**src/source/mmuPkg.sv**
```systemverilog
// Shared widths, page-table-entry layout and enums of the translation interlock
// Virtual and physical addresses are both 16 bits with a 256-byte page
// Page tables are two levels deep and each level is indexed by 4 vpn bits
// Table entries are 16-bit words, so an entry index is doubled into a byte address
`default_nettype none

package mmuPkg;

  ////////////////////////////////////////
  // Address geometry
  ////////////////////////////////////////
  localparam int addrWidth = 16;
  localparam int offsetWidth = 8;
  localparam int vpnWidth = 8;
  localparam int ppnWidth = 8;
  localparam int levelWidth = vpnWidth / 2;

  // Direct-mapped buffers use the low vpn bits as index and the rest as tag
  localparam int tlbEntries = 4;
  localparam int tlbIndexWidth = $clog2(tlbEntries);
  localparam int tlbTagWidth = vpnWidth - tlbIndexWidth;

  ////////////////////////////////////////
  // Page-table entry layout
  ////////////////////////////////////////
  // The ppn sits in bits 7:0, the flags in the top two bits
  localparam int pteValidBit = 15;
  localparam int pteLeafBit = 14;

  // Level-one table location in physical memory
  localparam logic [addrWidth-1:0] rootBase = 16'h1000;

  // Data-side operation presented by the core
  typedef enum logic [1:0] {opNone, opRead, opWrite} memOp;

  // Interlock only needs to know whether a walk owns the memory port
  typedef enum logic {stateReady, stateWalk} interlockState;

  typedef enum logic [1:0] {walkIdle, walkLevel1, walkLevel2, walkDone} walkState;

endpackage

`default_nettype wire
```
**src/source/walkBus.sv**
```systemverilog
// Read-only memory path between the page walker and the arbiter
// Read is a level that stays high until valid, with addr stable meanwhile
// Valid is a one-cycle pulse and rdata is only meaningful in that cycle
`timescale 1ns/1ns
`default_nettype none

interface walkBus import mmuPkg::*; ();

  logic read;
  logic [addrWidth-1:0] addr;
  logic [addrWidth-1:0] rdata;
  logic valid;

  // Walker issues table reads
  modport walker (
    output read, addr,
    input  rdata, valid
  );

  // Arbiter forwards them to memory and returns the answer
  modport arbiter (
    input  read, addr,
    output rdata, valid
  );

endinterface

`default_nettype wire

```
**src/source/mmuTop.sv**
```systemverilog
// Address-translation interlock for a small in-order core
// Fetch translations appear on fetchPaddr and never use the memory port
// Data accesses and table walks share the single memory port
// The core holds fetch and data requests while stall is high and drops them on pageFault
`timescale 1ns/1ns
`default_nettype none

module mmuTop import mmuPkg::*; (
  input  logic                 clk,
  input  logic                 reset,
  input  logic                 fetchValid,
  input  logic [addrWidth-1:0] fetchVaddr,
  input  memOp                 dataOp,
  input  logic [addrWidth-1:0] dataVaddr,
  input  logic [addrWidth-1:0] dataWdata,
  input  logic                 trap,
  input  logic                 memValid,
  input  logic [addrWidth-1:0] memRdata,
  output logic [addrWidth-1:0] fetchPaddr,
  output logic [addrWidth-1:0] dataPaddr,
  output logic [addrWidth-1:0] dataRdata,
  output logic                 dataDone,
  output logic                 stall,
  output logic                 pageFault,
  output logic                 memRead,
  output logic                 memWrite,
  output logic [addrWidth-1:0] memAddr,
  output logic [addrWidth-1:0] memWdata
);

  logic fetchMiss;
  logic dataMiss;
  logic fetchFill;
  logic dataFill;
  logic walkFault;
  logic [vpnWidth-1:0] fillVpn;
  logic [ppnWidth-1:0] fillPpn;
  logic selWalker;
  logic selReplay;
  logic ignoreRequest;

  walkBus bus ();

  ////////////////////////////////////////
  // Translation buffers
  ////////////////////////////////////////
  translationBuffer fetchTlb (
    .clk, .reset, .lookupValid(fetchValid), .vaddr(fetchVaddr), .fill(fetchFill),
    .fillVpn, .fillPpn, .miss(fetchMiss), .paddr(fetchPaddr)
  );

  // Data lookups only happen for a real operation
  translationBuffer dataTlb (
    .clk, .reset, .lookupValid(dataOp != opNone), .vaddr(dataVaddr), .fill(dataFill),
    .fillVpn, .fillPpn, .miss(dataMiss), .paddr(dataPaddr)
  );

  ////////////////////////////////////////
  // Interlock, walker and port arbiter
  ////////////////////////////////////////
  interlockFsm interlock (
    .clk, .reset, .fetchMiss, .dataMiss, .fetchFill, .dataFill, .walkFault, .trap,
    .stall, .selWalker, .selReplay, .ignoreRequest
  );

  // The walker runs for as long as the interlock sits in its walk state
  pageWalker walker (
    .clk, .reset, .start(selWalker), .fetchMiss, .dataMiss, .fetchVaddr, .dataVaddr,
    .bus(bus.walker), .fetchFill, .dataFill, .walkFault, .fillVpn, .fillPpn
  );

  memArbiter arbiter (
    .clk, .reset, .selWalker, .selReplay, .ignoreRequest, .dataOp, .dataPaddr, .dataWdata,
    .memValid, .memRdata, .bus(bus.arbiter), .memRead, .memWrite, .memAddr, .memWdata,
    .dataRdata, .dataDone
  );

  assign pageFault = walkFault;

endmodule

`default_nettype wire

```
**src/source/memArbiter.sv**
```systemverilog
// Memory port arbiter for the walker and the data side
// A data request suppressed by a miss is held and replayed after the last fill
// The replay address comes from the data buffer once it has been refilled
`timescale 1ns/1ns
`default_nettype none

module memArbiter import mmuPkg::*; (
  input  logic                 clk,
  input  logic                 reset,
  input  logic                 selWalker,
  input  logic                 selReplay,
  input  logic                 ignoreRequest,
  input  memOp                 dataOp,
  input  logic [addrWidth-1:0] dataPaddr,
  input  logic [addrWidth-1:0] dataWdata,
  input  logic                 memValid,
  input  logic [addrWidth-1:0] memRdata,
  walkBus.arbiter              bus,
  output logic                 memRead,
  output logic                 memWrite,
  output logic [addrWidth-1:0] memAddr,
  output logic [addrWidth-1:0] memWdata,
  output logic [addrWidth-1:0] dataRdata,
  output logic                 dataDone
);

  memOp heldOp;
  logic [addrWidth-1:0] heldWdata;
  logic replayActive;

  ////////////////////////////////////////
  // Held request
  ////////////////////////////////////////
  // An opNone capture means there is nothing to replay after the walk
  always_ff @(posedge clk) begin
    if (reset) begin
      heldOp <= opNone;
      replayActive <= 1'b0;
    end else begin
      if (ignoreRequest) heldOp <= dataOp;
      if (selReplay && heldOp != opNone) replayActive <= 1'b1;
      else if (replayActive && memValid) replayActive <= 1'b0;
    end
  end

  always_ff @(posedge clk) begin
    if (ignoreRequest) heldWdata <= dataWdata;
  end

  // Walker first, then the replay, then a live request that nothing suppresses
  always_comb begin
    memAddr = dataPaddr;
    memWdata = dataWdata;
    memRead = 1'b0;
    memWrite = 1'b0;
    if (selWalker) begin
      memAddr = bus.addr;
      memRead = bus.read;
    end else if (replayActive) begin
      memWdata = heldWdata;
      memRead = (heldOp == opRead);
      memWrite = (heldOp == opWrite);
    end else if (!ignoreRequest) begin
      memRead = (dataOp == opRead);
      memWrite = (dataOp == opWrite);
    end
  end

  // Return path
  assign bus.rdata = memRdata;
  assign bus.valid = memValid & selWalker;
  assign dataRdata = memRdata;
  assign dataDone = memValid & ~selWalker;

endmodule

`default_nettype wire

```
**src/source/pageWalker.sv**
```systemverilog
// Two-level hardware page walker
// Data misses are served before fetch misses when both are present at start
// A level-one leaf maps the page directly, otherwise the level-two entry is read
// At level two only the valid bit is checked, the leaf bit is not required
`timescale 1ns/1ns
`default_nettype none

module pageWalker import mmuPkg::*; (
  input  logic                 clk,
  input  logic                 reset,
  input  logic                 start,
  input  logic                 fetchMiss,
  input  logic                 dataMiss,
  input  logic [addrWidth-1:0] fetchVaddr,
  input  logic [addrWidth-1:0] dataVaddr,
  walkBus.walker               bus,
  output logic                 fetchFill,
  output logic                 dataFill,
  output logic                 walkFault,
  output logic [vpnWidth-1:0]  fillVpn,
  output logic [ppnWidth-1:0]  fillPpn
);

  walkState state;
  logic serveData;
  logic faulted;
  logic done;
  logic [vpnWidth-1:0] walkVpn;
  logic [ppnWidth-1:0] walkPpn;
  logic [levelWidth-1:0] index1;
  logic [levelWidth-1:0] index2;
  logic pteValid;
  logic pteLeaf;

  assign index1 = walkVpn[vpnWidth-1 -: levelWidth];
  assign index2 = walkVpn[levelWidth-1:0];
  assign pteValid = bus.rdata[pteValidBit];
  assign pteLeaf = bus.rdata[pteLeafBit];

  ////////////////////////////////////////
  // Walk control
  ////////////////////////////////////////
  always_ff @(posedge clk) begin
    if (reset) begin
      state <= walkIdle;
      serveData <= 1'b0;
      faulted <= 1'b0;
    end else begin
      case (state)
        walkIdle: if (start && (fetchMiss || dataMiss)) begin
          state <= walkLevel1;
          serveData <= dataMiss;
          faulted <= 1'b0;
        end
        walkLevel1: if (bus.valid) begin
          faulted <= !pteValid;
          state <= (pteValid && !pteLeaf) ? walkLevel2 : walkDone;
        end
        walkLevel2: if (bus.valid) begin
          faulted <= !pteValid;
          state <= walkDone;
        end
        default: state <= walkIdle;
      endcase
    end
  end

  // Page under walk and the ppn of the latest entry read
  always_ff @(posedge clk) begin
    if (state == walkIdle && start) begin
      walkVpn <= dataMiss ? dataVaddr[addrWidth-1 -: vpnWidth]
                          : fetchVaddr[addrWidth-1 -: vpnWidth];
    end
    if (bus.valid) walkPpn <= bus.rdata[ppnWidth-1:0];
  end

  ////////////////////////////////////////
  // Table reads
  ////////////////////////////////////////
  // Level two reads from the table that the level-one ppn points at
  assign bus.read = (state == walkLevel1) | (state == walkLevel2);
  assign bus.addr = (state == walkLevel2)
                    ? {walkPpn, {offsetWidth{1'b0}}} + addrWidth'({index2, 1'b0})
                    : rootBase + addrWidth'({index1, 1'b0});

  // Completion pulses last exactly the one walkDone cycle
  assign done = (state == walkDone);
  assign fetchFill = done & ~faulted & ~serveData;
  assign dataFill = done & ~faulted & serveData;
  assign walkFault = done & faulted;
  assign fillVpn = walkVpn;
  assign fillPpn = walkPpn;

  readAddrStable: assert property (@(posedge clk) disable iff (reset)
    bus.read && !bus.valid |=> bus.read && $stable(bus.addr))
    else $error("Walker read address changed before valid");

endmodule

`default_nettype wire

```
**src/source/interlockFsm.sv**
```systemverilog
// Interlock between the core and the page walker
// A miss without trap stalls the core in the same cycle and hands the port to the walker
// A fault always returns to ready, the core is expected to trap on pageFault
// The core must keep its fetch and data request stable while stall is high
`timescale 1ns/1ns
`default_nettype none

module interlockFsm import mmuPkg::*; (
  input  logic clk,
  input  logic reset,
  input  logic fetchMiss,
  input  logic dataMiss,
  input  logic fetchFill,
  input  logic dataFill,
  input  logic walkFault,
  input  logic trap,
  output logic stall,
  output logic selWalker,
  output logic selReplay,
  output logic ignoreRequest
);

  interlockState state;
  interlockState nextState;

  logic anyMiss;
  logic anyFill;
  logic pendingMiss;

  // A side that is being filled this cycle no longer counts as missing
  assign anyMiss = fetchMiss | dataMiss;
  assign anyFill = fetchFill | dataFill;
  assign pendingMiss = (fetchMiss & ~fetchFill) | (dataMiss & ~dataFill);

  ////////////////////////////////////////
  // State register and next state
  ////////////////////////////////////////
  always_ff @(posedge clk) begin
    if (reset) begin
      state <= stateReady;
    end else begin
      state <= nextState;
    end
  end

  always_comb begin
    nextState = state;
    case (state)
      stateReady: begin
        // Trap wins over a miss, the core is leaving this instruction anyway
        if (anyMiss && !trap) nextState = stateWalk;
      end
      stateWalk: begin
        // A second miss on the other side keeps the walker going
        if (walkFault) nextState = stateReady;
        else if (anyFill && !pendingMiss) nextState = stateReady;
      end
      default: nextState = stateReady;
    endcase
  end

  ////////////////////////////////////////
  // Outputs
  ////////////////////////////////////////
  assign stall = ((state == stateReady) & anyMiss & ~trap) | (state == stateWalk);
  assign selWalker = (state == stateWalk);
  // Replay only after the last fill, never after a fault
  assign selReplay = (state == stateWalk) & anyFill & ~pendingMiss;
  // Any miss in ready suppresses the live data request, trap or not
  assign ignoreRequest = (state == stateReady) & anyMiss;

  // Fill and fault pulses only come from a walk that this FSM started
  completionInWalk: assert property (@(posedge clk) disable iff (reset)
    (anyFill || walkFault) |-> (state == stateWalk))
    else $error("Walker completion outside the walk state");

endmodule

`default_nettype wire

```
**src/source/translationBuffer.sv**
```systemverilog
// Four-entry direct-mapped translation buffer
// Lookup is purely combinational, so paddr is only meaningful while miss is low
// A fill becomes visible one cycle after the fill pulse
// There is no flush, an entry is only replaced by a fill to the same index
`timescale 1ns/1ns
`default_nettype none

module translationBuffer import mmuPkg::*; (
  input  logic                 clk,
  input  logic                 reset,
  input  logic                 lookupValid,
  input  logic [addrWidth-1:0] vaddr,
  input  logic                 fill,
  input  logic [vpnWidth-1:0]  fillVpn,
  input  logic [ppnWidth-1:0]  fillPpn,
  output logic                 miss,
  output logic [addrWidth-1:0] paddr
);

  // Per-entry state
  logic [tlbEntries-1:0] entryValid;
  logic [tlbTagWidth-1:0] entryTag [tlbEntries];
  logic [ppnWidth-1:0] entryPpn [tlbEntries];

  // Lookup and fill fields
  logic [tlbIndexWidth-1:0] lookupIndex;
  logic [tlbTagWidth-1:0] lookupTag;
  logic [tlbIndexWidth-1:0] fillIndex;
  logic [tlbTagWidth-1:0] fillTag;

  ////////////////////////////////////////
  // Field extraction
  ////////////////////////////////////////
  // Index is the low vpn bits just above the page offset
  assign lookupIndex = vaddr[offsetWidth +: tlbIndexWidth];
  assign lookupTag = vaddr[addrWidth-1 -: tlbTagWidth];
  assign fillIndex = fillVpn[tlbIndexWidth-1:0];
  assign fillTag = fillVpn[vpnWidth-1 -: tlbTagWidth];

  ////////////////////////////////////////
  // Entry storage
  ////////////////////////////////////////
  // Only the valid bits are cleared, so an empty buffer misses everywhere
  always_ff @(posedge clk) begin
    if (reset) begin
      entryValid <= '0;
    end else if (fill) begin
      entryValid[fillIndex] <= 1'b1;
    end
  end

  // Tag and ppn overwrite whatever sat at the index before
  always_ff @(posedge clk) begin
    if (fill) begin
      entryTag[fillIndex] <= fillTag;
      entryPpn[fillIndex] <= fillPpn;
    end
  end

  ////////////////////////////////////////
  // Lookup
  ////////////////////////////////////////
  // No lookup requested means no miss, whatever the address
  assign miss = lookupValid &
                (~entryValid[lookupIndex] | (entryTag[lookupIndex] != lookupTag));

  // The page offset passes straight through
  assign paddr = {entryPpn[lookupIndex], vaddr[offsetWidth-1:0]};

  // The walker must be idle while the core holds reset
  fillOutsideReset: assert property (@(posedge clk) reset |-> !fill)
    else $error("Translation buffer filled during reset");

endmodule

`default_nettype wire

```
**config.mk**
```make
export PLATFORM = sky130hd
export DESIGN_NAME = mmuTop
export DESIGN_NICKNAME = d
export VERILOG_FILES = /design/src/source/mmuPkg.sv /design/src/source/walkBus.sv /design/src/source/mmuTop.sv /design/src/source/memArbiter.sv /design/src/source/pageWalker.sv /design/src/source/interlockFsm.sv /design/src/source/translationBuffer.sv
export SDC_FILE = /design/constraint.sdc
export NUM_CORES = 1
export LEC_CHECK = 0
export BUFFER_PORTS_ARGS = -buffer_cell sky130_fd_sc_hd__buf_2
export CAP_MARGIN = 20
export CORE_MARGIN = 2
export CORE_UTILIZATION = 49
export DETAILED_ROUTE_END_ITERATION = 6
export HOLD_SLACK_MARGIN = 0.03
export PLACE_DENSITY_LB_ADDON = 0.08
export SYNTH_ARGS = -nofsm -noshare
export SYNTH_HDL_FRONTEND = slang
export SYNTH_HIERARCHICAL = 1
export SYNTH_SLANG_ARGS = --single-unit
```
**constraint.sdc**
```tcl
create_clock -name clk -period 3.3 [get_ports clk]
set_input_delay 0.495 -clock clk [delete_from_list [all_inputs] [get_ports clk]]
set_output_delay 0.495 -clock clk [all_outputs]
set_load 0.005 [all_outputs]
```
==> flow_summary.ini <==
[floorplan]
floorplan.initialDensity_pct = 49.9
core_area_um2 = 14500
die-height_um = 125
die-area_um2 = 15700
die_w_um = 125
fp-row-count = 44
pin_count = 156

[sta]
fin_skew_ns = 0.00859
hold_viol_final = 0
min_period_over_period_pct = 102
finalWorstSetupSlack_ns = -0.0748
slew_headroom_pct = 45.1
finalSetupViolCount = 2
report.final.slew_viol_count = 0
rsz0062_at_grt = yes
worst_slew_pin_slew_ns = 0.823
fin_crit_ns = 3.37
max_freq_ghz = 0.296

[cells_and_area]
n_antenna_cell = 0
area_growth_pct = 17.0
drive_gt1_share_pct = 46.9
finalNetCount = 628
fin_util_pct = 58.3

[routing]
drt_iter0_markers = 252
wl_per_cell_um = 18.8
ant_nets = 0
wirelength_um = 14100
drc_errors = 0
dr.pass1.iters = 4
vias = 3966
viasPerCell = 5.30

[flow_run]
cap_violations = 0

[clock_tree]
cts_buffers = 17
h-tree-depth = 4
cts-root-buf = clkbuf_16
cts.path.max_buffers = 2
clock-sinks = 160
clk_pin_slew_ns = 0.07
clock_latency_ns = 0.43
cts_tree = built

[worst_setup_path]
path_delay_family = simple AND/OR/NAND/NOR gates
cp_common_cell = nor2_2
slowest_stage = or4b_1
startpoint_type = register
cpPeakStageDelay_ns = 0.52
crit_buf_inv = 1
end_kind = output pin
crit_fanout = 3
critical_path_required_ns = 2.80
worstSetupPathType = reg2out
crit_arrival_ns = 2.88
path_cells = mux4_2 -> xnor2_2 -> nand3_1 -> o31a_1 -> nor2_2 -> nor2_2 -> or4b_1 -> a21oi_1 -> buf_2

[worst_hold_path]
hold_class = in2reg

[yosys]
syn-cell-area_um2 = 7220
syn_inst = 438
syn-mean-instance-area_um2 = 16.5
yosysWarnings = 6

[power]
power.leakage_uw = 0.00316
max-vdd-ir-drop_mv = 0.374
powerDensity_nw_per_um2 = 582

[placed_design]
gp_congestion = 0.826
pre_cts_ws_ns = -0.189
io_buffers = 127
hpwlAfterDp_um = 9730

[grt]
grt_pass1_wl_um = 21800
antenna_found_initial = 0
grtUsageTotal_pct = 18.3
grt_max_degree = 21
overflow = 0
grt_pass1_vias = 4054

[status]
status = finished with violations
failed_checks = negative setup slack
through the flow:
| step | area, um2 | hold slack (ns) | total power [uW] | TNS [ns] | cells |
|---|---|---|---|---|---|
| floorplan | 7230 | 0.434 | 2800 | 0 | 441 |
| global placement | 7790 | 0.450 | 2970 | -0.281 | 713 |
| detailed placement | 7790 | 0.457 | 2980 | -0.356 | 713 |
| CTS | 8400 | 0.231 | 4960 | -0.236 | 747 |
| global route | 8440 | 0.240 | 5110 | -0.405 | 749 |
| finish | 8440 | 0.246 | 4920 | -0.110 | 749 |
final cells by class:
type | instances | area (um2)
Sequential cell | 160 | 4640
Timing Repair Buffer | 152 | 842
Clock buffer | 17 | 425
Inverter | 6 | 22.5
Clock inverter | 15 | 173
Fill cell | 1148 | 6030
Tap cell | 184 | 230
Multi-Input combinational cell | 215 | 2110
cell usage in the layout (no fill, tap or decap), types with 3 or more instances in the layout:
master and count:
nor2_2 3, nand3b_1 3, xnor2_1 7, mux4_2 20
clkbuf_16 17, nand2b_1 6, mux2i_1 19, nor2b_1 4
nor2_1 24, mux2_2 35, edfxtp_1 144, clkinv_4 3
and3b_1 3, clkinvlp_4 3, o21ai_0 3, dfxtp_1 16
a21oi_1 5, inv_6 6, xor2_1 4, mux2_4 10
buf_4 24, buf_2 126, conb_1 4, xnor2_2 3
ha_1 5, nand2_1 6, nand3_1 3, and2_1 11
inv_1 6
report_power, final:
| group | switching, uW | total [uW] | internal (uW) |
|---|---|---|---|
| clock | 834 | 1970 | 1140 |
| combinational | 270 | 558 | 288 |
| sequential | 83.7 | 2390 | 2310 |
per-layer routing:
| metal | GRT usage (%) | up-vias | routed length (um) |
|---|---|---|---|
| met5 | 0 | - | 0 |
| met4 | 6.34 | 0 | 140 |
| met2 | 29.5 | 121 | 6770 |
| li1 | - | 1845 | - |
| met3 | 3.89 | 17 | 695 |
| met1 | 24.9 | 1983 | 6450 |
path summary, 6_finish.rpt:
check,from,to,slack [ns],depth (start not counted)
max reg2reg,fetchTlb/entryTag[3][2],walker/state[1],0.77,11
min,memRdata[2],walker/fillPpn[2],0.25,1
min reg2reg,dataTlb/entryValid[1],dataTlb/entryValid[1],0.47,2
max,fetchTlb/entryTag[3][2],memWrite,-0.07,9
flip-flops by register name (all words and copies together) (netlist names):
name and cells:
arbiter/heldOp 2, arbiter/heldWdata 16, arbiter/replayActive 1, dataTlb/entryPpn 32, dataTlb/entryTag 24, dataTlb/entryValid 4, fetchTlb/entryPpn 32, fetchTlb/entryTag 24
fetchTlb/entryValid 4, interlock/selWalker 1, walker/faulted 1, walker/fillPpn 8, walker/fillVpn 8, walker/serveData 1, walker/state 2
what timing repair did:
item,in CTS,in global routing
hold endpoints to repair,0,0
setup endpoints to repair,2,2
setup buffers,2,2
resized for setup,4,5
pin swaps,3,3
hold buffers,0,0
(Power assumes the default switching activity.)
